<file path="src/source/rx_buffer_pkg.sv">
// Geometry of the receive buffer memory; sizes here are fixed for one 2 KiB buffer
package rx_buffer_pkg;

  // ----------------------------------------
  // Memory geometry
  // ----------------------------------------

  // Word address width, 256 words of 64 bits
  localparam int ADDR_WIDTH = 8;

  // Width of one RAM word
  localparam int WORD_WIDTH = 64;

  // Byte offset inside a word
  localparam int BYTE_SEL_WIDTH = 3;

  // Full byte address on the access port
  localparam int BYTE_ADDR_WIDTH = ADDR_WIDTH + BYTE_SEL_WIDTH;

  // ----------------------------------------
  // Types
  // ----------------------------------------

  typedef logic [ADDR_WIDTH-1:0]      word_addr_t;
  typedef logic [BYTE_ADDR_WIDTH-1:0] byte_addr_t;

  // Byte 0 of a word sits in bits 63:56
  typedef logic [WORD_WIDTH-1:0]      word_t;

endpackage

</file>
<file path="src/source/rx_access_pkg.sv">
// Access port encodings and sequencer states; word sizes 4 to 7 have no name and are illegal
package rx_access_pkg;

  // ----------------------------------------
  // Access word size
  // ----------------------------------------

  // Encoded as on the parser's wordsize bus
  typedef enum logic [2:0] {
    SIZE_8  = 3'd0,
    SIZE_16 = 3'd1,
    SIZE_32 = 3'd2,
    SIZE_64 = 3'd3
  } access_size_e;

  // ----------------------------------------
  // Sequencer state
  // ----------------------------------------

  // DLY states cover the RAM input register
  typedef enum logic [2:0] {
    ST_IDLE        = 3'd0,
    ST_LOAD        = 3'd1,
    ST_READ_DLY    = 3'd2,
    ST_READ_ONE    = 3'd3,
    ST_SPAN_DLY    = 3'd4,
    ST_SPAN_FIRST  = 3'd5,
    ST_SPAN_SECOND = 3'd6
  } ctrl_state_e;

endpackage

</file>
<file path="src/source/rx_access_aligner.sv">
// Big-endian fields, right-justified in 64 bits; output data only changes with a dv pulse
`timescale 1ns/1ns

module rx_access_aligner (
  input  logic                                     i_clk,
  input  logic                                     i_areset,
  input  logic                                     i_req,
  input  logic [rx_buffer_pkg::BYTE_SEL_WIDTH-1:0] i_offset,
  input  rx_access_pkg::access_size_e              i_size,
  input  logic                                     i_take_first,
  input  logic                                     i_take_word,
  input  rx_buffer_pkg::word_t                     i_ram_data,
  output logic                                     o_wait,
  output logic                                     o_rd_dv,
  output rx_buffer_pkg::word_t                     o_rd_data
);
  import rx_buffer_pkg::*;
  import rx_access_pkg::*;

  // Bit counts up to a full word
  typedef logic [$clog2(WORD_WIDTH):0] shift_t;

  logic [BYTE_SEL_WIDTH-1:0] offset_q;
  access_size_e              size_q;
  logic                      span_q;
  word_t                     upper_q;
  shift_t                    size_bits;
  shift_t                    off_bits;
  shift_t                    low_bits;
  word_t                     field_one;
  word_t                     tail_first;
  word_t                     field_span;

  // ----------------------------------------
  // Field geometry
  // ----------------------------------------

  always_comb begin
    case (size_q)
      SIZE_8:  size_bits = shift_t'(8);
      SIZE_16: size_bits = shift_t'(16);
      SIZE_32: size_bits = shift_t'(32);
      default: size_bits = shift_t'(WORD_WIDTH);
    endcase
  end

  assign off_bits = shift_t'({offset_q, 3'b000});

  // Bits of a span that come from the second word
  assign low_bits = size_bits + off_bits - shift_t'(WORD_WIDTH);

  // Drop the bytes before the offset, then right-justify
  assign field_one = (i_ram_data << off_bits) >> (shift_t'(WORD_WIDTH) - size_bits);

  // Tail of the first word, moved up to make room for the low part
  assign tail_first = ((i_ram_data << off_bits) >> off_bits) << low_bits;

  // Head of the second word fills the low bits
  assign field_span = upper_q | (i_ram_data >> (shift_t'(WORD_WIDTH) - low_bits));

  // ----------------------------------------
  // Request and handshake state
  // ----------------------------------------

  always_ff @(posedge i_clk or posedge i_areset) begin
    if (i_areset) begin
      offset_q <= '0;
      size_q   <= SIZE_8;
      span_q   <= 1'b0;
      o_wait   <= 1'b0;
      o_rd_dv  <= 1'b0;
    end else begin
      o_rd_dv <= i_take_word;
      if (i_req) begin
        offset_q <= i_offset;
        size_q   <= i_size;
        o_wait   <= 1'b1;
      end else if (i_take_word) begin
        o_wait <= 1'b0;
      end
      if (i_take_first) begin
        span_q <= 1'b1;
      end else if (i_take_word) begin
        span_q <= 1'b0;
      end
    end
  end

  // Data path
  always_ff @(posedge i_clk) begin
    if (i_take_first) begin
      upper_q <= tail_first;
    end
    if (i_take_word) begin
      o_rd_data <= span_q ? field_span : field_one;
    end
  end

  a_dv_not_waiting : assert property (@(posedge i_clk) disable iff (i_areset)
    !(o_rd_dv && o_wait));

endmodule

</file>
<file path="config.mk">
export PLATFORM = sky130hd
export DESIGN_NAME = rx_access_aligner
export DESIGN_NICKNAME = d
export VERILOG_FILES = /design/src/source/rx_buffer_pkg.sv /design/src/source/rx_access_pkg.sv /design/src/source/rx_access_aligner.sv
export SDC_FILE = /design/constraint.sdc
export NUM_CORES = 1
export LEC_CHECK = 0
export BUFFER_PORTS_ARGS = -buffer_cell sky130_fd_sc_hd__buf_2
export CAP_MARGIN = 20
export CORE_MARGIN = 5
export CORE_UTILIZATION = 45
export CTS_CLUSTER_SIZE = 30
export DETAILED_ROUTE_END_ITERATION = 12
export PLACE_DENSITY = 0.66
export SLEW_MARGIN = 20
export SYNTH_ARGS = -nofsm -noshare
export SYNTH_HDL_FRONTEND = slang
export SYNTH_SLANG_ARGS = --single-unit
export TNS_END_PERCENT = 1
</file>
<file path="constraint.sdc">
create_clock -name i_clk -period 5.3 [get_ports i_clk]
set_clock_uncertainty 0.15 [all_clocks]
set_input_delay 0.53 -clock i_clk [delete_from_list [all_inputs] [get_ports i_clk]]
set_output_delay 0.53 -clock i_clk [all_outputs]
set_load 0.03 [all_outputs]
</file>
==> results by group <==
Synthesis
  • Synth Area per Inst: roughly 9.0 µm²
  • Yosys top cell area share: 29.8%
  • Cell Area, Synth: 12,900 µm²
  • Synth cell types: 90
  • Mapped Cells: about 1,400
  • Yosys warns: 0
  • Synth async-reset ratio: roughly 6.6%
  • Synth top area cells: edfxtp_1 30%, mux2i_1 9.5%, mux4_2 6.3%
  • Synth area leader: edfxtp_1
  • Post-synth EDFFs: roughly 130
  • Ys flop type: edfxtp_1
  • Syn_nets: ~1,500
  • Yosys reg bits: ~140
  • Sequential share of the synthesized area: a little under a third

Timing
  • Final max-slew violation count: 0
  • Crit share post-route: between 80% and 90%
  • Tmin final: around 4600 ps
  • Final setup TNS: 0 ps
  • Unrepaired setup endpoints after global routing: no
  • Relative slew slack: ~16%
  • Setup violations, final: 0
  • Least-Margin Pin Slew: around 1300 ps
  • Max Clock Freq: around 220 MHz
  • Final Hold Fails: 0

Global routing
  • Busiest grt layer: met2
  • Met3 Use GR: about a tenth
  • Global-route wire length before repair: 91,400 µm
  • Met2 Use GR: roughly 58%
  • Gr ovfl total: 0
  • Met1 Usage GRT: roughly 52%
  • Vias in the first global route: about 13,000
  • Largest net degree at the start of global routing: 73
  • Initial antenna violation count: 3
  • GR Util All Layers: 39.7%

Clock tree
  • # H-tree levels: 4
  • Clock root cell: clkbuf_16
  • CTS buffer count: 17
  • Skew-Pair Late Insertion Delay: about 430 ps
  • Clk buf depth: 2
  • # hold bufs at CTS: 1
  • Clock sink count: 137
  • PostCTS Resize Cnt: 0
  • Post-CTS Setup Bufs: 0
  • Clock-pin slew on the worst setup and hold paths: 70 ps
  • CTS tree: built

Drt
  • Avg Vias per Cell: about 7.3
  • DRT iter0 DRCs: approximately 2,600
  • Vias: approximately 14,000
  • Wire length per cell: 34.6 µm
  • Post-route ant nets: 0
  • Detailed Routing Iterations Pass 1: 7
  • Total Wirelength: roughly 65,000 µm
  • Remaining DRCs: 0

Power and ir drop
  • VDD IR max: ~210 µV
  • Power per Cell Area: roughly 400 nW/µm²
  • Leak pwr: 5.55 nW

Floorplanning
  • DIE AREA: 32,100 µm²
  • IO Count: between 100 and 150
  • DIE HEIGHT: about 180 µm
  • Initial core utilization: 45.3%
  • Core region area: about 28,000 µm²
  • Site row count: 62
  • Die W: around 180 µm

Critical path
  • CP Cell Sequence: nor3_4 > ha_4 > fa_2 > or2_1 > nor2_4 > xor3_2 > nand2_4 > or3_1 > o21ai_2
  • Worst Path Max Fanout: 16
  • Crit Path Category: flip-flop to flip-flop
  • Crit path arrival time: around 4700 ps
  • Crit-path slowest cell: or3_1
  • Worst path required time: about 5400 ps
  • CP Capture Type: flip-flop
  • Worst stage delay on the critical path: 690 ps
  • Startpoint type of the worst setup path: flip-flop

Final layout
  • Synth-to-Final Area Change: 11.2%
  • Antenna diode count: 0
  • Cell area after layout: roughly 14,000 µm²
  • Nets: 1,558
  • Fraction of layout cells with a size suffix above 1: 22.1%

Place
  • DPL Wire Length: between 40,000 and 50,000 µm
  • GPL Wtd Cong: 1.09
  • IO buf count: 140
  • Placed inst area: ~14,000 µm²

Worst hold path
  • Worst min path class: input pin to flip-flop

Run
  • Max-cap violation count: 0

Run status
  • Status: finished, final reports clean
Yosys cell counts, drive strengths merged (16+ instances only):
master	n
a21oi	91
nor2b	16
and3	23
inv	17
mux2i	122
o22ai	21
nand3	50
edfxtp	128
clkbuf	75
a22oi	37
mux4	36
nor3	34
buf	82
o211ai	23
nor2	119
a221o	17
nand2	152
a211oi	36
mux2	39
o21ai	95
a31oi	21
sequential cells by signal (all words and copies together), names as in the netlist:
signal     flops
o_rd_data     64
upper_q       64
offset_q       3
size_q         3
o_rd_dv        1
o_wait         1
span_q         1
stage by stage:
step	util (%)	hold WS [ps]	cells	setup slack [ps]	power (mW)
6_report	50.3	159	1873	695	5.79
5_1_grt	50.3	175	1873	575	5.95
4_1_cts	50.3	155	1873	868	5.67
3_5_place_dp	48.1	320	1841	884	4.36
3_3_place_gp	48.1	312	1841	980	4.35
2_1_floorplan	-	208	1430	363	3.37
critical path, delay by kind of cell (launching register included):
family                     cells  cell delay (ps)
adders and majority gates      2              790
AOI/OAI and AO/OA              1              410
and+or+nand+nor                5             1890
xor gates and xnor gates       1              650
DFF                            1              480
cell usage in the layout, fill, tap and decap left out, types with 10 or more instances in the layout:
master     instances
buf_4             44
nor2b_1           16
a22oi_1           37
edfxtp_1         128
clkbuf_16         17
a221o_1           17
mux2i_1          122
o22ai_1           21
a2bb2oi_1         10
o211ai_1          23
o21ai_1           16
o221ai_1          11
and3_1            23
a21oi_1           89
a221oi_1          12
mux2_2            33
nand2_1          151
a31oi_1           21
nor2_1           118
mux4_2            36
inv_1             14
nand2b_1          11
nor3_1            30
buf_2            140
a211oi_1          36
nand3_1           49
o21ai_0           71
metal layers:
| layer | share of wire, % | wire [µm] |
|---|---|---|
| met4 | 8.4 | 5470 |
| met3 | 13 | 8650 |
| met5 | 0.073 | 47 |
| met1 | 37 | 23800 |
| met2 | 41 | 26800 |
layout make-up:
type,count,area [µm²]
Clock buffer,18,429
Clock inverter,13,193
Fill cell,2758,14100
Inverter,18,67.6
Multi-Input combinational cell,1118,8040
Sequential cell,137,4080
Tap cell,384,480
Timing Repair Buffer,185,1040
worst paths after layout:
kind	from	endpoint	slack [ps]	cells after the start
max in group asynchronous	i_areset	offset_q[2]$_DFFE_PP0P_	4280	3
setup reg to reg	size_q[0]$_DFFE_PP0P_	o_rd_data[52]$_DFFE_PP_	690	9
min in group asynchronous	i_areset	size_q[0]$_DFFE_PP0P_	440	3
setup / recovery	size_q[0]$_DFFE_PP0P_	o_rd_data[52]$_DFFE_PP_	690	9
hold reg to reg	o_wait$_DFFE_PP0P_	o_wait$_DFFE_PP0P_	340	1
hold / removal	i_offset[1]	offset_q[1]$_DFFE_PP0P_	160	3
cell families (layout without fill, tap and decap cells):
logic type,count (synthesis),count (layout),synth area share [%]
fa+ha+maj,6,6,0.641
flops,137,137,31.6
mux,197,197,19.3
simple gates,442,442,15.9
buf+inv,175,234,6.38
compound gates,463,463,24.9
xor+xnor,10,10,1.26
where the power goes:
part / leakage (nW) / internal, mW / switching [mW] / total, mW
combinational: 3.85 / 0.937 / 2.02 / 2.95
sequential: 1.39 / 1.43 / 0.0869 / 1.52
clock: 0.303 / 0.794 / 0.529 / 1.32
total: 5.55 / 3.16 / 2.63 / 5.79
Power figures use the tool's default switching activity.
