$ cat config.mk
export PLATFORM = sky130hd
export DESIGN_NAME = rx_fifo_loader
export DESIGN_NICKNAME = d
export VERILOG_FILES = /design/src/source/rx_buffer_pkg.sv /design/src/source/rx_fifo_loader.sv
export SDC_FILE = /design/constraint.sdc
export NUM_CORES = 1
export LEC_CHECK = 0
export ABC_AREA = 1
export CAP_MARGIN = 25
export CORE_AREA = 3 3 55 57
export DETAILED_ROUTE_END_ITERATION = 6
export DIE_AREA = 0 0 58 60
export DONT_BUFFER_PORTS = 1
export REMOVE_ABC_BUFFERS = 1
export SLEW_MARGIN = 15
export SYNTH_ARGS = -nofsm -noshare
export SYNTH_HDL_FRONTEND = slang
export SYNTH_SLANG_ARGS = --single-unit
$ cat constraint.sdc
create_clock -name i_clk -period 1.3 [get_ports i_clk]
set_input_delay 0.13 -clock i_clk [delete_from_list [all_inputs] [get_ports i_clk]]
set_output_delay 0.13 -clock i_clk [all_outputs]
set_load 0.005 [all_outputs]
$ cat src/source/rx_buffer_pkg.sv
// Geometry of the receive buffer memory; sizes here are fixed for one 2 KiB buffer
package rx_buffer_pkg;

  // ----------------------------------------
  // Memory geometry
  // ----------------------------------------

  // Word address width, 256 words of 64 bits
  localparam int ADDR_WIDTH = 8;

  // Width of one RAM word
  localparam int WORD_WIDTH = 64;

  // Byte offset inside a word
  localparam int BYTE_SEL_WIDTH = 3;

  // Full byte address on the access port
  localparam int BYTE_ADDR_WIDTH = ADDR_WIDTH + BYTE_SEL_WIDTH;

  // ----------------------------------------
  // Types
  // ----------------------------------------

  typedef logic [ADDR_WIDTH-1:0]      word_addr_t;
  typedef logic [BYTE_ADDR_WIDTH-1:0] byte_addr_t;

  // Byte 0 of a word sits in bits 63:56
  typedef logic [WORD_WIDTH-1:0]      word_t;

endpackage

$ cat src/source/rx_fifo_loader.sv
// One packet per start pulse; FIFO data must not be valid in the start cycle itself
`timescale 1ns/1ns

module rx_fifo_loader (
  input  logic                      i_clk,
  input  logic                      i_areset,
  input  logic                      i_start,
  input  logic                      i_fifo_empty,
  input  logic                      i_fifo_rd_valid,
  input  rx_buffer_pkg::word_t      i_fifo_rd_data,
  output logic                      o_wr_en,
  output rx_buffer_pkg::word_addr_t o_wr_addr,
  output rx_buffer_pkg::word_t      o_wr_data,
  output logic                      o_load_done,
  output logic                      o_packet_read
);
  import rx_buffer_pkg::*;

  logic       loading_q;
  word_addr_t count_q;

  // ----------------------------------------
  // Write side
  // ----------------------------------------

  // Each valid FIFO word lands at the next word address
  assign o_wr_en   = loading_q && i_fifo_rd_valid;
  assign o_wr_addr = count_q;
  assign o_wr_data = i_fifo_rd_data;

  // End of packet: FIFO drained and nothing in flight
  assign o_load_done = loading_q && i_fifo_empty && !i_fifo_rd_valid;

  // ----------------------------------------
  // Load state
  // ----------------------------------------

  always_ff @(posedge i_clk or posedge i_areset) begin
    if (i_areset) begin
      loading_q     <= 1'b0;
      count_q       <= '0;
      o_packet_read <= 1'b0;
    end else begin
      o_packet_read <= o_load_done;
      if (i_start) begin
        loading_q <= 1'b1;
        count_q   <= '0;
      end else if (o_load_done) begin
        loading_q <= 1'b0;
      end else if (o_wr_en) begin
        count_q <= count_q + 1'b1;
      end
    end
  end

  // The FIFO only delivers words after a start and before the end of the packet
  a_valid_only_when_loading : assert property (@(posedge i_clk) disable iff (i_areset)
    !loading_q |-> !i_fifo_rd_valid);

endmodule

==> impl_results.md, run 1 <==
- Total power: 0.6059 mW
- Met2 Use GR: 62.58%
- Nets: about 150
- Crit path max-delay family: flip-flops
- Synth cell types: 16
- Initial core utilization: about two fifths
- Fraction of registers with async set/reset: 100.0%
- Hold Violations, Final: 0
- Worst reg2reg endpoint: o_wr_addr[6]$_DFFE_PP0P_
- CTS H-tree depth: 1
- Yosys reg bits: 10
- Routability congestion estimate from global placement: between 1 and 1.5
- RSZ-0062 raised after global routing: false
- Area grow syn2layout: -38.02%
- Synth area leaders: buf_4, dfrtp_1, nand2_1, inv_1, nor2_4
- Area after DPL: approximately 590 µm²
- Reg2reg start: o_wr_addr[0]$_DFFE_PP0P_
- Core area: roughly 0.0025 mm²
- Met3 Track Usage GR: between 40% and 50%
- Count of final max-slew check failures: 0
- Design area: 628.1 µm²
- Worst path arrival time: 1.31 ns
- Global-route wire length before repair: approximately 7500 µm
- Row count: 18
- Min-Delay Path Class: input pin to flip-flop
- CP peak stage delay: between 0.4 and 0.5 ns
- Fill count: approximately 290
- Post-Route WL: a little over 6000 µm
- Synth Cell Area: between 0.001 and 0.0015 mm²
- Largest net degree at the start of global routing: 11
- Root Driver: clkbuf_4
- CTS buffer count: 3
- GR Util All Layers: a little over a third
- P_leak: 0.3149 nW
- Setup violators final: 0
- Clock Sinks: 10
- Critical Path End: o_wr_addr[6]$_DFFE_PP0P_
- Fmax achieved: between 800 and 900 MHz
- Clk pin slew, worst setup/hold paths: roughly 0.070 ns
- Cell area power density: 964.7 mW/mm²
- Reg2reg setup slack: approximately 0.15 ns
- Setup CP Type: flip-flop to flip-flop
- Min Tclk post-route: around 1.1 ns
- DRT Pass-1 Iters: 4
- GRT overflow: 0
- Cells after Synth: 132
- Ys flop type: dfrtp_1
- Skew-Pair Late Insertion Delay: 0.26 ns
- Met1 GRT Util: 12.81%
- Setup crit start kind: flip-flop
- Top-count cell post-synth: buf_4
- CP endpoint kind: flip-flop
- Critical Path RT: about 1.5 ns
- Post-synth EDFFs: 0
- Top post-synthesis cells by count: buf_4, nand2_1, inv_1
- R2r worst-path depth: 6
- Max Cap Viol: 0
- Initial DRC count: 47
- Peak VDD IR: roughly 0.44 mV
- Area of the multi-input gates: 230.2 µm²
- Count of warnings emitted by yosys: 0
- Port Buf Inserts: 0
- Worst setup margin: 0.1515 ns
- Worst slew pin tran: approximately 0.42 ns
- Area leader, netlist: buf_4
- Sequential area share after synthesis: 24.69%
- Vias in the first global route: between 600 and 700
- Post-CTS Setup Inserts: 0
- IO Count: between 100 and 150
- Antenna cells: 0
- Post-DRT Antenna Nets: 0
- Worst setup path start: o_wr_addr[0]$_DFFE_PP0P_
- Buf/Inv on CP: 1
- Top Usage Layer GRT: met2
- Register area: between 200 and 300 µm²
- Setup TNS: 0 ns
- Levels on crit path: 6
- Layout cells sized above 1: approximately 15%
- Die ar.: around 0.0035 mm²
- DP HPWL: a little under 6000 µm
- CTS tree: yes
- Via count: 631
- Slowest cell on crit path: dfrtp_1
- Final worst-path cycle share: 88.34%
- Drt wl/cell: between 50 and 60 µm
- CP cell instances: ha_1 -> inv_1 -> nor2_4 -> nand4_1 -> nand2_1 -> nor2_1
- Skew final: roughly 0.0041 ns
- DIE HEIGHT: 60 µm
- Pre-CTS setup slack: between 0.15 and 0.2 ns
- DRC: 0
- Die width: between 50 and 60 µm
- Clk buf depth: 2
- Worst Path Max Fanout: 6
- Syn_area_per_cell: ~7.7 µm²
- Relative slew margins: 72.04%
- Vias per cell: 6.010
- Hold WS: approximately 0.015 ns
- Status: complete, no violations
- Initial antenna violation count: 0
- Synth top area share: between 40% and 50%
## metrics by stage
step | cells | util, %
final | 105 | 24.90
after global routing | 105 | 24.90
after CTS | 105 | 24.90
after detailed placement | 100 | 23.21
after global placement | 100 | 23.21
after floorplan | 68 | -
## placed cells by master, fill, tap and decap left out
cell           netlist  final
nand2_1             16     16
nand2_2              2      2
nor2_1               6      6
nand4_1              2      2
inv_1               13     13
nand3b_1             1      1
nor2_2               1      1
a21oi_1              3      3
buf_4               64      2
clkbuf_4             0      3
dfrtp_1             10     10
ha_1                 1      1
dlygate4sd3_1        0      2
clkinv_1             1      1
nor2_4               3      3
nand3_1              5      5
o21a_1               1      1
o21ai_0              3      3
## worst min path at each step
| stage | from | endpoint | slack, ns | cells past startpoint |
|---|---|---|---|---|
| after detailed placement | i_areset | o_wr_addr[7]$_DFFE_PP0P_ | 0.03 | 1 |
| after CTS | i_start | o_wr_addr[2]$_DFFE_PP0P_ | 0.007 | 2 |
| after floorplan | i_areset | loading_q$_DFFE_PP0P_ | -0.03 | 1 |
| final | i_start | o_wr_addr[2]$_DFFE_PP0P_ | 0.01 | 2 |
| after global placement | i_areset | o_wr_addr[3]$_DFFE_PP0P_ | 0.04 | 1 |
| after global routing | i_start | o_wr_addr[2]$_DFFE_PP0P_ | 0.002 | 2 |
## registers in the layout, summed over array words and instances, names as in the netlist
signal	count
loading_q	1
o_wr_addr	8
o_packet_read	1
## cells by family after synthesis
logic type / after synthesis / synth area share [%]
AO/OA/AOI/OAI: 7 / 3.703
buffers and inverters: 78 / 52.59
flip-flops: 10 / 24.69
adder cells (fa/ha/maj): 1 / 1.234
AND/OR/NAND/NOR: 36 / 17.78
## power breakdown
group / switching [mW] / internal (mW)
clock network: 0.107 / 0.107
registers: 0.00921 / 0.321
logic: 0.0429 / 0.0188
## layer usage
layer  part of all wire [%]  vias to the layer above
li1                       -                      226
met1                     13                      245
met2                     51                      130
met3                     29                       26
met4                    5.9                        4
met5                   0.74                        -
## layout make-up
class / count / share of cell area, %
sequential: 10 / 39.84
multi-input combinational: 44 / 36.65
inverter: 14 / 8.367
tap: 30 / 5.976
timing repair buffer: 4 / 5.578
clock buffer: 3 / 3.586
## timing repair
item / CTS / global route
hold buffers: 2 / 0
resized for setup: 0 / 0
hold endpoints to repair: 11 / 0
Power figures use the tool's default switching activity.
==> inputs of run 2 (changes only) <==
==> constraint.sdc (replaced) <==
create_clock -name i_clk -period 0.9 [get_ports i_clk]
set_input_delay 0.09 -clock i_clk [delete_from_list [all_inputs] [get_ports i_clk]]
set_output_delay 0.09 -clock i_clk [all_outputs]
set_load 0.005 [all_outputs]
==> run 2 against run 1 <==
The run now ends with negative hold slack, negative setup slack left. Worst setup slack lost 0.44 ns. Power rose by 84%. Global-route usage rose by 0.98 points. Largest power group unchanged. Count of clock-buffer cells in the layout rose by 1. Register-to-register slack lost 0.44 ns. Clock skew up 0.00054 ns.
==> impl_results.md, run 2 (synthesized netlist as in run 1, its figures left out) <==
- Cell-internal power: 0.8171 mW (+83%)
- Clk buf depth: 2 (unchanged)
- Worst Path Max Fanout: 5 (-1)
- Post-Route WL: 6513 µm (+4.8%)
- Die width: 58 µm (unchanged)
- Routability congestion estimate from global placement: 1.134 (-11%)
- Fmax achieved: 844.6 MHz (-3.0%)
- Min Tclk post-route: 1.184 ns (+0.03555 ns)
- DP HPWL: 5734 µm (-2.2%)
- Crit path max-delay family: simple AND/OR/NAND/NOR gates
- Worst path arrival time: 1.40 ns (+0.09 ns)
- Drt wl/cell: 50.49 µm (-15%)
- Global-route wire length before repair: 7679 µm (+3.0%)
- Post-layout util: 36.46% (+12 points)
- Min-Delay Path Class: input pin to flip-flop
- CTS H-tree depth: 1 (unchanged)
- Top cell by count, worst path: inv_2
- RSZ-0062 raised after global routing: true
- Vias per cell: 6.163 (+2.6%)
- Initial DRC count: 54 (+15%)
- Setup CP Type: flip-flop to flip-flop
- IO Count: 144 (unchanged)
- DRT Pass-1 Iters: 4 (unchanged)
- Row count: 18 (unchanged)
- Post-CTS Hold Fix Bufs: 2 (unchanged)
- Worst setup margin: -0.2840 ns (-0.4356 ns)
- Initial antenna violation count: 0 (unchanged)
- Antenna cells: 0 (unchanged)
- Most frequent cells in the layout: nand2_1, buf_6, buf_4, inv_1, dfrtp_1
- CTS tree: yes
- P_leak: 0.4567 nW (+45%)
- Worst slew pin tran: 0.4227 ns (+0.003681 ns)
- Initial core utilization: 40.18% (unchanged)
- CP cell instances: ha_4 -> inv_2 -> nor2_4 -> nand3b_1 -> nand2_1 -> inv_2 -> nor2_1
- Skew final: 0.004606 ns (+0.0005364 ns)
- GRT overflow: 0 (unchanged)
- Port Buf Inserts: 0 (unchanged)
- Via count: 795 (+26%)
- Buf/Inv on CP: 2 (+1)
- DIE HEIGHT: 60 µm (unchanged)
- Failing checks: negative hold slack, negative setup slack
- Max reg flops: 8 (unchanged)
- Sw power: 0.2985 mW (+87%)
- Hold Violations, Final: 2 (+2)
- Fill count: 264 (-7.4%)
- Max Cap Viol: 0 (unchanged)
- Core area: 0.002522 mm² (unchanged)
- Final worst-path cycle share: 131.6% (+43 points)
- CP endpoint kind: flip-flop
- GR Util All Layers: 36.59% (+0.98 points)
- Sequential power share: 43.4% (-11 points)
- Final Non-Filler Cells: 129 (+23%)
- Clock Sinks: 10 (unchanged)
- Hold WS: -0.1338 ns (-0.1483 ns)
- Combinational power share: 17.6% (+7.4 points)
- Slowest cell on crit path: dfrtp_1
- Setup crit start kind: flip-flop
- DRC: 0 (unchanged)
- Clock power share: 39.0% (+3.6 points)
- Count of final max-slew check failures: 0 (unchanged)
- Total power: 1.116 mW (+84%)
- Status: finished with violations
- DP Cell Count: 114 (+14%)
- Root Driver: clkbuf_4
- Setup violators final: 17 (+17)
- Clk pin slew, worst setup/hold paths: 0.08 ns (about the same)
- Cell area power density: 1213 mW/mm² (+26%)
- Layout cells sized above 1: 46.46% (+32 points)
- Nets: 170 (+16%)
- Area grow syn2layout: -9.259%
- Skew-Pair Late Insertion Delay: 0.28 ns (+0.02 ns)
- CTS buffer count: 3 (unchanged)
- Peak VDD IR: 0.7917 mV (+78%)
- Critical Path RT: 1.12 ns (-0.34 ns)
- Relative slew margins: 71.79% (-0.25 points)
- Net Sw Frac: 26.76% (+0.44 points)
- Post-DRT Antenna Nets: 0 (unchanged)
- CP peak stage delay: 0.43 ns (about the same)
- Vias in the first global route: 684 (+10%)
- Die ar.: 0.003480 mm² (unchanged)
- Largest net degree at the start of global routing: 11 (unchanged)
-- run 2: repair_timing --
| action | in CTS | in global routing |
|---|---|---|
| setup buffers | 4 | 5 |
| gates resized for setup | 27 | 7 |
| setup endpoints to repair | 18 | 18 |
| pin swaps | 3 | 6 |
| hold endpoints to repair | 12 | 2 |
-- run 2: final cells by class --
cell class | instances | area (µm²) | share of cell area, %
inverter | 14 | 55.05 | 5.986
sequential | 10 | 251.5 | 27.35
timing repair buffer | 27 | 264.0 | 28.71
multi-input combinational | 44 | 275.3 | 29.93
tap | 30 | 37.54 | 4.082
clock buffer | 4 | 36.28 | 3.946
-- run 2: final timing paths --
path | from | to | slack (ns) | cells after the start
min in group asynchronous | i_areset | o_wr_addr[5]$_DFFE_PP0P_ | 0.24 | 2
max in group asynchronous | i_areset | o_wr_addr[0]$_DFFE_PP0P_ | 0.34 | 2
worst max register to register | o_wr_addr[1]$_DFFE_PP0P_ | o_wr_addr[6]$_DFFE_PP0P_ | -0.28 | 7
worst min-delay path | i_fifo_rd_valid | o_packet_read$_DFF_PP0_ | -0.13 | 1
worst max-delay path | o_wr_addr[1]$_DFFE_PP0P_ | o_wr_addr[6]$_DFFE_PP0P_ | -0.28 | 7
worst min register to register | o_wr_addr[7]$_DFFE_PP0P_ | o_wr_addr[7]$_DFFE_PP0P_ | 0.64 | 3
-- run 2: per-stage QoR --
step                setup TNS, ns  cell area, µm²  setup slack, ns  hold WS (ns)
finish                     -2.605           919.6          -0.2840       -0.1338
CTS                        -2.144           865.8          -0.2685       -0.1458
floorplan                 -0.4731           533.0          -0.1301      -0.06982
global placement          -0.5148           690.7          -0.1095      -0.01904
detailed placement        -0.7527           690.7          -0.1816     -0.005744
global route               -3.341           919.6          -0.3295       -0.1529
-- run 2: routing by layer --
metal	part of all wire (%)	global-route usage (%)	routed length, µm
met1	13	13.63	856
met2	49	61.45	3196
met3	28	50.97	1849
met4	8.5	25.83	554
met5	0.86	15.87	56
-- run 2: power groups by stage --
stage / Combinational [mW] / Clock, mW / Sequential (mW)
6_report: 0.196 / 0.435 / 0.484
2_1_floorplan: 0.0546 / 0 / 0.484
3_5_place_dp: 0.120 / 0 / 0.482
5_1_grt: 0.209 / 0.473 / 0.485
4_1_cts: 0.173 / 0.434 / 0.481
3_3_place_gp: 0.117 / 0 / 0.481
