--- config.mk ---
export PLATFORM = sky130hd
export DESIGN_NAME = rx_buffer_ctrl
export DESIGN_NICKNAME = d
export VERILOG_FILES = /design/src/source/rx_buffer_pkg.sv /design/src/source/rx_access_pkg.sv /design/src/source/rx_buffer_ctrl.sv
export SDC_FILE = /design/constraint.sdc
export NUM_CORES = 1
export LEC_CHECK = 0
export ABC_AREA = 1
export BUFFER_PORTS_ARGS = -buffer_cell sky130_fd_sc_hd__clkbuf_2
export CELL_PAD_IN_SITES_DETAIL_PLACEMENT = 0
export CELL_PAD_IN_SITES_GLOBAL_PLACEMENT = 1
export CORE_UTILIZATION = 32
export CTS_BUF_LIST = sky130_fd_sc_hd__clkbuf_4 sky130_fd_sc_hd__clkbuf_8
export CTS_CLUSTER_DIAMETER = 80
export DETAILED_ROUTE_END_ITERATION = 8
export PLACE_DENSITY = 0.84
export RECOVER_POWER = 100
export SETUP_SLACK_MARGIN = 0.3
export SYNTH_ARGS = -nofsm -noshare
export SYNTH_HDL_FRONTEND = slang
export SYNTH_SLANG_ARGS = --single-unit
export TNS_END_PERCENT = 1
--- constraint.sdc ---
create_clock -name i_clk -period 1.6 [get_ports i_clk]
set_input_delay 0.08 -clock i_clk [delete_from_list [all_inputs] [get_ports i_clk]]
set_output_delay 0.08 -clock i_clk [all_outputs]
set_load 0.02 [all_outputs]
--- src/source/rx_buffer_pkg.sv ---
// Geometry of the receive buffer memory; sizes here are fixed for one 2 KiB buffer
package rx_buffer_pkg;

  // ----------------------------------------
  // Memory geometry
  // ----------------------------------------

  // Word address width, 256 words of 64 bits
  localparam int ADDR_WIDTH = 8;

  // Width of one RAM word
  localparam int WORD_WIDTH = 64;

  // Byte offset inside a word
  localparam int BYTE_SEL_WIDTH = 3;

  // Full byte address on the access port
  localparam int BYTE_ADDR_WIDTH = ADDR_WIDTH + BYTE_SEL_WIDTH;

  // ----------------------------------------
  // Types
  // ----------------------------------------

  typedef logic [ADDR_WIDTH-1:0]      word_addr_t;
  typedef logic [BYTE_ADDR_WIDTH-1:0] byte_addr_t;

  // Byte 0 of a word sits in bits 63:56
  typedef logic [WORD_WIDTH-1:0]      word_t;

endpackage

--- src/source/rx_access_pkg.sv ---
// Access port encodings and sequencer states; word sizes 4 to 7 have no name and are illegal
package rx_access_pkg;

  // ----------------------------------------
  // Access word size
  // ----------------------------------------

  // Encoded as on the parser's wordsize bus
  typedef enum logic [2:0] {
    SIZE_8  = 3'd0,
    SIZE_16 = 3'd1,
    SIZE_32 = 3'd2,
    SIZE_64 = 3'd3
  } access_size_e;

  // ----------------------------------------
  // Sequencer state
  // ----------------------------------------

  // DLY states cover the RAM input register
  typedef enum logic [2:0] {
    ST_IDLE        = 3'd0,
    ST_LOAD        = 3'd1,
    ST_READ_DLY    = 3'd2,
    ST_READ_ONE    = 3'd3,
    ST_SPAN_DLY    = 3'd4,
    ST_SPAN_FIRST  = 3'd5,
    ST_SPAN_SECOND = 3'd6
  } ctrl_state_e;

endpackage

--- src/source/rx_buffer_ctrl.sv ---
// One read in flight at a time; reads are only taken in idle, illegal sizes are dropped silently
`timescale 1ns/1ns

module rx_buffer_ctrl (
  input  logic                        i_clk,
  input  logic                        i_areset,
  input  logic                        i_parser_busy,
  input  logic                        i_packet_available,
  input  logic                        i_fifo_empty,
  input  logic                        i_rd_en,
  input  rx_buffer_pkg::byte_addr_t   i_byte_addr,
  input  rx_access_pkg::access_size_e i_size,
  input  logic                        i_load_done,
  input  logic                        i_wr_en,
  input  rx_buffer_pkg::word_addr_t   i_wr_addr,
  output logic                        o_load_start,
  output rx_buffer_pkg::word_addr_t   o_ram_addr,
  output logic                        o_ram_write,
  output logic                        o_req,
  output logic                        o_take_first,
  output logic                        o_take_word
);
  import rx_buffer_pkg::*;
  import rx_access_pkg::*;

  ctrl_state_e               state_q;
  ctrl_state_e               state_d;
  word_addr_t                word_q;
  word_addr_t                req_word;
  logic [BYTE_SEL_WIDTH-1:0] req_offset;
  logic                      size_ok;
  logic                      spans;

  assign req_word   = i_byte_addr[BYTE_ADDR_WIDTH-1:BYTE_SEL_WIDTH];
  assign req_offset = i_byte_addr[BYTE_SEL_WIDTH-1:0];

  // ----------------------------------------
  // Request decode
  // ----------------------------------------

  // A field spans when it runs past byte 7 of its first word
  always_comb begin
    size_ok = 1'b1;
    spans   = 1'b0;
    case (i_size)
      SIZE_8:  spans = 1'b0;
      SIZE_16: spans = (req_offset == 3'd7);
      SIZE_32: spans = (req_offset >= 3'd5);
      SIZE_64: spans = (req_offset != 3'd0);
      default: size_ok = 1'b0;
    endcase
  end

  // Loading wins over a read in the same cycle
  assign o_load_start = (state_q == ST_IDLE) && !i_parser_busy &&
                        i_packet_available && !i_fifo_empty;
  assign o_req        = (state_q == ST_IDLE) && !o_load_start && i_rd_en && size_ok;
  assign o_take_first = (state_q == ST_SPAN_FIRST);
  assign o_take_word  = (state_q == ST_READ_ONE) || (state_q == ST_SPAN_SECOND);

  // ----------------------------------------
  // Sequencer
  // ----------------------------------------

  always_comb begin
    state_d = state_q;
    case (state_q)
      ST_IDLE: begin
        if (o_load_start) begin
          state_d = ST_LOAD;
        end else if (o_req) begin
          state_d = spans ? ST_SPAN_DLY : ST_READ_DLY;
        end
      end
      ST_LOAD: begin
        if (i_load_done) begin
          state_d = ST_IDLE;
        end
      end
      ST_READ_DLY:    state_d = ST_READ_ONE;
      ST_READ_ONE:    state_d = ST_IDLE;
      ST_SPAN_DLY:    state_d = ST_SPAN_FIRST;
      ST_SPAN_FIRST:  state_d = ST_SPAN_SECOND;
      ST_SPAN_SECOND: state_d = ST_IDLE;
      default:        state_d = ST_IDLE;
    endcase
  end

  always_ff @(posedge i_clk or posedge i_areset) begin
    if (i_areset) begin
      state_q <= ST_IDLE;
      word_q  <= '0;
    end else begin
      state_q <= state_d;
      if (o_req) begin
        word_q <= req_word;
      end
    end
  end

  // RAM port takes the loader address while loading and the second word after the first
  always_comb begin
    o_ram_write = 1'b0;
    case (state_q)
      ST_IDLE: o_ram_addr = req_word;
      ST_LOAD: begin
        o_ram_addr  = i_wr_addr;
        o_ram_write = i_wr_en;
      end
      ST_SPAN_DLY: o_ram_addr = word_q + 1'b1;
      default:     o_ram_addr = word_q;
    endcase
  end

  // Loader writes only reach the RAM while the sequencer is loading
  a_write_in_load : assert property (@(posedge i_clk) disable iff (i_areset)
    i_wr_en |-> state_q == ST_LOAD);

endmodule

==> metrics.md, run 1 <==
| Metric | Value |
|---|---|
| RSZ-0062 raised after global routing | `true` |
| Routability congestion estimate | `~0.84` |
| DR WL/cell | `about 11 um` |
| Worst Path Buf+Inv | `2` |
| CP delay by family, top | `flip-flops` |
| Share of cells above drive strength 1 | `0.445` |
| Reg clk slew, reported paths | `0.08 ns` |
| Max-slew headroom | `0.674` |
| CP max-delay cell | `dfrtp_2` |
| Hold Slack | `between 0.02 and 0.025 ns` |
| TritonCTS clock tree | `yes` |
| Clock period minus worst slack | `between 1.5 and 2 ns` |
| Die width | `between 50 and 60 um` |
| Crit path arrival time | `1.52 ns` |
| Number of top-level pins | `43` |
| Initial Util | `0.342` |
| Residual DRC | `0` |
| CTS Root Cell | `clkbuf_4` |
| Crit end category | `primary output` |
| TNS Setup | `0 ns` |
| Total die area | `3200 um2` |
| Yosys reg bits | `11` |
| Met2 Use GR | `0.311` |
| ANT cells | `0` |
| Number of I/O port buffers | `42` |
| Setup CP Type | `register to primary output` |
| Yosys warns | `0` |
| Global-route wire length before repair | `between 4000 and 5000 um` |
| Mapped Nets | `182` |
| Status | `completed` |
| Largest net degree at the start of global routing | `14` |
| Power per cell area | `1890 nW/um2` |
| Clock Skews | `between 0.0008 and 0.0009 ns` |
| Gr ovfl total | `0` |
| Vias per Instance | `between 4 and 5` |
| GRT Total Usage | `0.183` |
| Final Cell Area | `1430 um2` |
| Final Hold Viols | `0` |
| Slowest stage delay, CP | `0.45 ns` |
| Cell Area, Synth | `between 900 and 1000 um2` |
| VDD IR max | `~940 uV` |
| Final Non-Filler Cells | `240` |
| Placed insts | `223` |
| Most frequent cells in the layout | `nand2_1 (49), clkbuf_2 (33), buf_4 (16)` |
| Number of library cell types mapped by synthesis | `20` |
| GR Util met3 | `0.0484` |
| Iteration-0 DRC Markers | `24` |
| Max-slew violations | `0` |
| Core area | `2780 um2` |
| Crit Path Max Fanout | `7` |
| CP startpoint kind | `register` |
| Static Leak | `0.743 nW` |
| First-pass detailed-route iteration total | `2` |
| CP cell instances | `buf_4, nor2_4, a21oi_2, a21oi_2, clkbuf_4` |
| Clk_lat worst skew | `0.28 ns` |
| Sequential share of the synthesized area | `0.289` |
| CTS sink count | `11` |
| Clock Tree Buf Depth | `2` |
| Antenna violations before repair | `0` |
| Tcrit/Tclk final | `1.00` |
| Die H | `~57 um` |
| Detailed placement HPWL | `2050 um` |
| DR vias | `1192` |
| Vias in the first global route | `approximately 1000` |
| GR Util met1 | `0.235` |
| Min-delay worst type | `input pin to register` |
| Worst-margin pin slew | `between 0.4 and 0.5 ns` |
| Routed wire length | `2760 um` |
| Cell mode on critical path | `a21oi_2` |
| GR peak layer | `met2` |
| Maximum achievable frequency | `approximately 0.63 GHz` |
| Final ANT Viol Nets | `0` |
| Max Cap Viol | `0` |
| Crit path required time | `1.52 ns` |
| Final net count | `241` |
| Area after DPL | `between 1000 and 1500 um2` |
| Most common cell after layout, fill and taps aside | `nand2_1` |
| Syn avg cell area | `between 6 and 7 um2` |
| CTS H-tree lvls | `1` |
| Final setup vio count | `0` |
| Row count | `19` |
| Synth-to-layout area growth | `50.5%` |
| Mapped Cells | `151` |
| Number of CTS-inserted buffers | `3` |
## worst min-delay path, stage by stage
cell	delay, ns
clkbuf_2	0.10
nand2_2	0.05
o21ai_2	0.04
## cells in the mapped netlist, drive strengths merged
cell	instances	area share
a21oi	8	0.042
buf	1	0.021
nor2	18	0.087
or2	2	0.013
nand3	13	0.068
o21ai	11	0.066
nand4	6	0.039
inv	16	0.063
dfrtp	11	0.29
clkinv	1	0.0092
o2111ai	2	0.018
nand2	60	0.26
ha	1	0.013
o21bai	1	0.0079
## path summary, 6_finish.rpt
path	to	start	cells after the start	slack [ns]
setup / recovery	o_ram_addr[7]	state_q[2]	5	0.0002
hold / removal	word_q[3]	i_byte_addr[6]	3	0.02
setup reg to reg	state_q[1]	state_q[1]	7	0.23
hold reg to reg	word_q[2]	word_q[2]	2	0.57
max in group asynchronous	state_q[2]	i_areset	3	0.90
min in group asynchronous	word_q[3]	i_areset	3	0.34
## metrics by stage
step                      setup WS [ns]  power, mW  utilization
after global placement            0.153       2.01        0.428
final                          0.000230       2.70        0.515
after detailed placement          0.111       2.03        0.428
after floorplan                   0.311       1.62            -
after CTS                       0.00391       2.62        0.502
after global routing             -0.113       2.93        0.515
## what timing repair did
action                                  CTS  global route
endpoints found under the setup margin   22            23
endpoints found under the hold margin    11             0
hold buffers                              1             0
gates resized for setup                  28            14
gates cloned                              0             0
buffers inserted                         10             2
pin swaps                                 4             5
## sequential cells by signal, indices dropped and copies added, names as in the netlist
| signal | flops |
|---|---|
| word_q | 8 |
| state_q | 3 |
## cells by family after synthesis
| logic type | Yosys count | synth area share |
|---|---|---|
| and+or+nand+nor | 99 | 0.470 |
| DFF | 11 | 0.289 |
| adders and majority gates | 1 | 0.0131 |
| AOI/OAI and AO/OA | 22 | 0.134 |
| buffers and inverters | 18 | 0.0933 |
## final cells by class
cell class,instances,area (um2)
Clock buffer,3,22.5
Timing Repair Buffer,55,348
Clock inverter,1,5.00
Inverter,17,81.3
Sequential cell,11,280
Fill cell,291,1350
Multi-Input combinational cell,122,657
Tap cell,31,38.8
## routing by layer
metal | wire (um) | part of all wire
met5 | 0 | 0
met4 | 23 | 0.0083
met1 | 1270 | 0.46
met2 | 1360 | 0.49
met3 | 104 | 0.038
## power breakdown
group          switching [mW]  leakage, nW  internal, mW
combinational            1.08        0.594         0.834
sequential              0.172        0.132         0.415
clock                   0.111       0.0177        0.0927
total                    1.36        0.743          1.34
Note: power is estimated with default switching activity, not from simulation.
==> inputs of run 2 (changes only) <==
ABC_AREA = default   (was 1)
CORE_UTILIZATION = 34   (was 32)
GPL_TIMING_DRIVEN = 0   (was default)
PLACE_DENSITY = 0.83   (was 0.84)
SKIP_LAST_GASP = 1   (was default)
==> metrics.md, run 2 <==
| Metric | Value |
|---|---|
| Max Cap Viol | `0 (unchanged)` |
| Reg clk slew, reported paths | `0.09 ns (about the same)` |
| Crit Path Max Fanout | `7 (unchanged)` |
| Synth top area share | `0.294 (+0.00502)` |
| CTS Root Cell | `clkbuf_4` |
| Residual DRC | `0 (unchanged)` |
| Most common cell after layout, fill and taps aside | `clkbuf_2` |
| RSZ-0062 raised after global routing | `true` |
| Most frequent cells in the layout | `clkbuf_2 (40), a21oi_1 (12), nand2_1 (10)` |
| Reg with most FFs | `word_q` |
| DR vias | `1065 (-11%)` |
| Async SR Flop Fraction | `1.00 (unchanged)` |
| Mapped Cells | `109 (-28%)` |
| Global-route wire length before repair | `4050 um (-11%)` |
| Clock Tree Buf Depth | `2 (unchanged)` |
| DR WL/cell | `14.7 um (+28%)` |
| Synth-to-layout area growth | `50.4% (about the same)` |
| Iteration-0 DRC Markers | `31 (+29%)` |
| CTS H-tree lvls | `1 (unchanged)` |
| Total die area | `2970 um2 (-7.2%)` |
| Area contributors post-synth | `dfrtp_1 (29%), mux2_4 (13%), a21oi_1 (7.0%), nand2_1 (4.0%), mux2i_1 (3.2%)` |
| Min-delay worst type | `input pin to register` |
| Mapped Nets | `140 (-23%)` |
| Dominant cell type by area after synthesis | `dfrtp_1` |
| CP startpoint kind | `register` |
| Sequential share of the synthesized area | `0.294 (+0.00502)` |
| Number of synthesized flops with an enable pin | `0 (unchanged)` |
| Syn avg cell area | `8.59 um2 (+36%)` |
| Final Cell Area | `1410 um2 (-1.7%)` |
| Largest net degree at the start of global routing | `12 (-2)` |
| Detailed placement HPWL | `2110 um (+2.6%)` |
| Worst hold path depth | `2 (-1)` |
| Max-slew headroom | `0.689 (+0.0144)` |
| Gr ovfl total | `0 (unchanged)` |
| Yosys warns | `0 (unchanged)` |
| Crit path arrival time | `1.75 ns (+0.23 ns)` |
| ANT cells | `0 (unchanged)` |
| Post-route setup slack | `-0.233 ns (-0.234 ns)` |
| Number of library cell types mapped by synthesis | `36 (+80%)` |
| Reg2reg path depth | `6 (-1)` |
| Vias per Instance | `5.49 (+11%)` |
| Power per cell area | `2070 nW/um2 (+9.7%)` |
| Clk_lat worst skew | `0.28 ns (about the same)` |
| Worst-margin pin slew | `0.466 ns (-0.0216 ns)` |
| Number of I/O port buffers | `42 (unchanged)` |
| Crit path required time | `1.52 ns (about the same)` |
| Yosys reg bits | `11 (unchanged)` |
| GRT Total Usage | `0.191 (+0.00809)` |
| Final setup vio count | `17 (+17)` |
| Routability congestion estimate | `0.781 (-7.5%)` |
| Antenna violations before repair | `0 (unchanged)` |
| Violated checks | `setup timing` |
| Number of CTS-inserted buffers | `3 (unchanged)` |
| Die H | `54.5 um (-3.7%)` |
| CP cell instances | `buf_4, or2_4, or3_4, buf_8, inv_1, buf_6` |
| Tcrit/Tclk final | `1.15 (+0.146)` |
| Row count | `18 (-1)` |
| Status | `finished, violations left` |
| Static Leak | `0.687 nW (-7.6%)` |
| Final Hold Viols | `0 (unchanged)` |
| Biggest regs | `word_q: 8 flops, state_q: 3 flops` |
| Share of cells above drive strength 1 | `0.512 (+0.0672)` |
| CP max-delay cell | `dfrtp_1` |
| Initial Util | `0.368 (+0.0254)` |
| Crit end category | `primary output` |
| VDD IR max | `1100 uV (+16%)` |
| Area after DPL | `1200 um2 (+0.74%)` |
| Final ANT Viol Nets | `0 (unchanged)` |
| Max-slew violations | `0 (unchanged)` |
| First-pass detailed-route iteration total | `4 (+2)` |
| Vias in the first global route | `893 (-15%)` |
| Most common cell in the synthesized netlist | `a21oi_1` |
| Number of top-level pins | `43 (unchanged)` |
| Core area | `2540 um2 (-8.5%)` |
| Clock period minus worst slack | `1.83 ns (+0.234 ns)` |
| Clock Skews | `0.0109 ns (+0.0101 ns)` |
| Cell Area, Synth | `936 um2 (-1.7%)` |
| Top FF cell, synth | `dfrtp_1` |
| CTS sink count | `11 (unchanged)` |
| Maximum achievable frequency | `0.545 GHz (-13%)` |
| Setup CP Type | `register to primary output` |
| Routed wire length | `2860 um (+3.7%)` |
| Max reg flops | `8 (unchanged)` |
| Slowest stage delay, CP | `0.40 ns (-0.05 ns)` |
| Die width | `54.5 um (-3.7%)` |
| Final net count | `196 (-19%)` |
| TritonCTS clock tree | `yes` |
| Hold Slack | `0.0402 ns (+0.0181 ns)` |
| Synth top cells by count | `a21oi_1 (13), dfrtp_1 (11), nand2_1 (10)` |
==> run 2: changes by cell type in the layout (fill, tap and decap cells not counted), sizes merged, moves of 6 or more <==
| cell | delta |
|---|---|
| nand2 | -50 |
| nand3 | -13 |
| nor2 | -11 |
| inv | -10 |
| mux2 | +8 |
| clkbuf | +6 |
==> run 2: worst max-delay path, delay by kind of cell (launching register included) <==
kind,cells,cell delay (ns)
simple gates,2,0.59
flops,1,0.40
buf+inv,4,0.47
==> run 2: routing by layer <==
metal | wire length (um) | global-route usage | up-vias
met5 | 0 | 0 | -
met4 | 27 | 0.0342 | 0
met3 | 241 | 0.0472 | 4
met2 | 1290 | 0.307 | 51
met1 | 1310 | 0.260 | 483
li1 | - | - | 527
==> run 2: cell families (layout without fill, tap and decap cells) <==
family                   Yosys count  after routing  share of synthesized area
buffers and inverters             12             67                     0.0561
AO/OA/AOI/OAI                     40             40                      0.282
flip-flops                        11             11                      0.294
AND/OR/NAND/NOR                   34             34                      0.194
multiplexers                      11             11                      0.160
adder cells (fa/ha/maj)            1              1                     0.0134
==> run 2: final timing paths <==
check / end / slack (ns) / start
max: o_req / -0.23 / state_q[0]
min: word_q[4] / 0.04 / i_byte_addr[7]
max reg2reg: word_q[0] / -0.23 / state_q[0]
min reg2reg: word_q[5] / 0.58 / word_q[5]
max in group asynchronous: word_q[0] / 0.92 / i_areset
min in group asynchronous: word_q[4] / 0.33 / i_areset
==> run 2: final cells by class <==
| type | count | area [um2] |
|---|---|---|
| Buffer | 5 | 50.0 |
| Clock buffer | 3 | 22.5 |
| Clock inverter | 1 | 5.00 |
| Fill cell | 251 | 1140 |
| Inverter | 7 | 27.5 |
| Multi-Input combinational cell | 86 | 667 |
| Sequential cell | 11 | 278 |
| Tap cell | 30 | 37.5 |
| Timing Repair Buffer | 51 | 320 |
==> run 2: per-stage QoR <==
stage                     cells  total power [mW]  worst slack [ns]   util  TNS, ns
final                       194              2.91            -0.233  0.553    -3.00
after global routing        194              3.10            -0.284  0.553    -3.98
after CTS                   186              2.62            -0.222  0.501    -1.63
after detailed placement    181              2.30            -0.147  0.471   -0.518
after global placement      181              2.27            -0.164  0.471   -0.420
after floorplan             109              1.84            0.0731      -        0
==> run 2: power breakdown <==
part / leakage, nW / internal (mW) / switching [mW] / total, mW
clock network: 0.0177 / 0.0927 / 0.115 / 0.208
registers: 0.132 / 0.421 / 0.203 / 0.624
logic: 0.537 / 1.02 / 1.06 / 2.08
==> run 2: timing repair <==
item	4_1_cts	5_1_grt
hold buffers	1	0
pin swaps	0	4
setup buffers	0	8
setup endpoints to repair	24	22
resized for setup	16	16
hold endpoints to repair	11	0
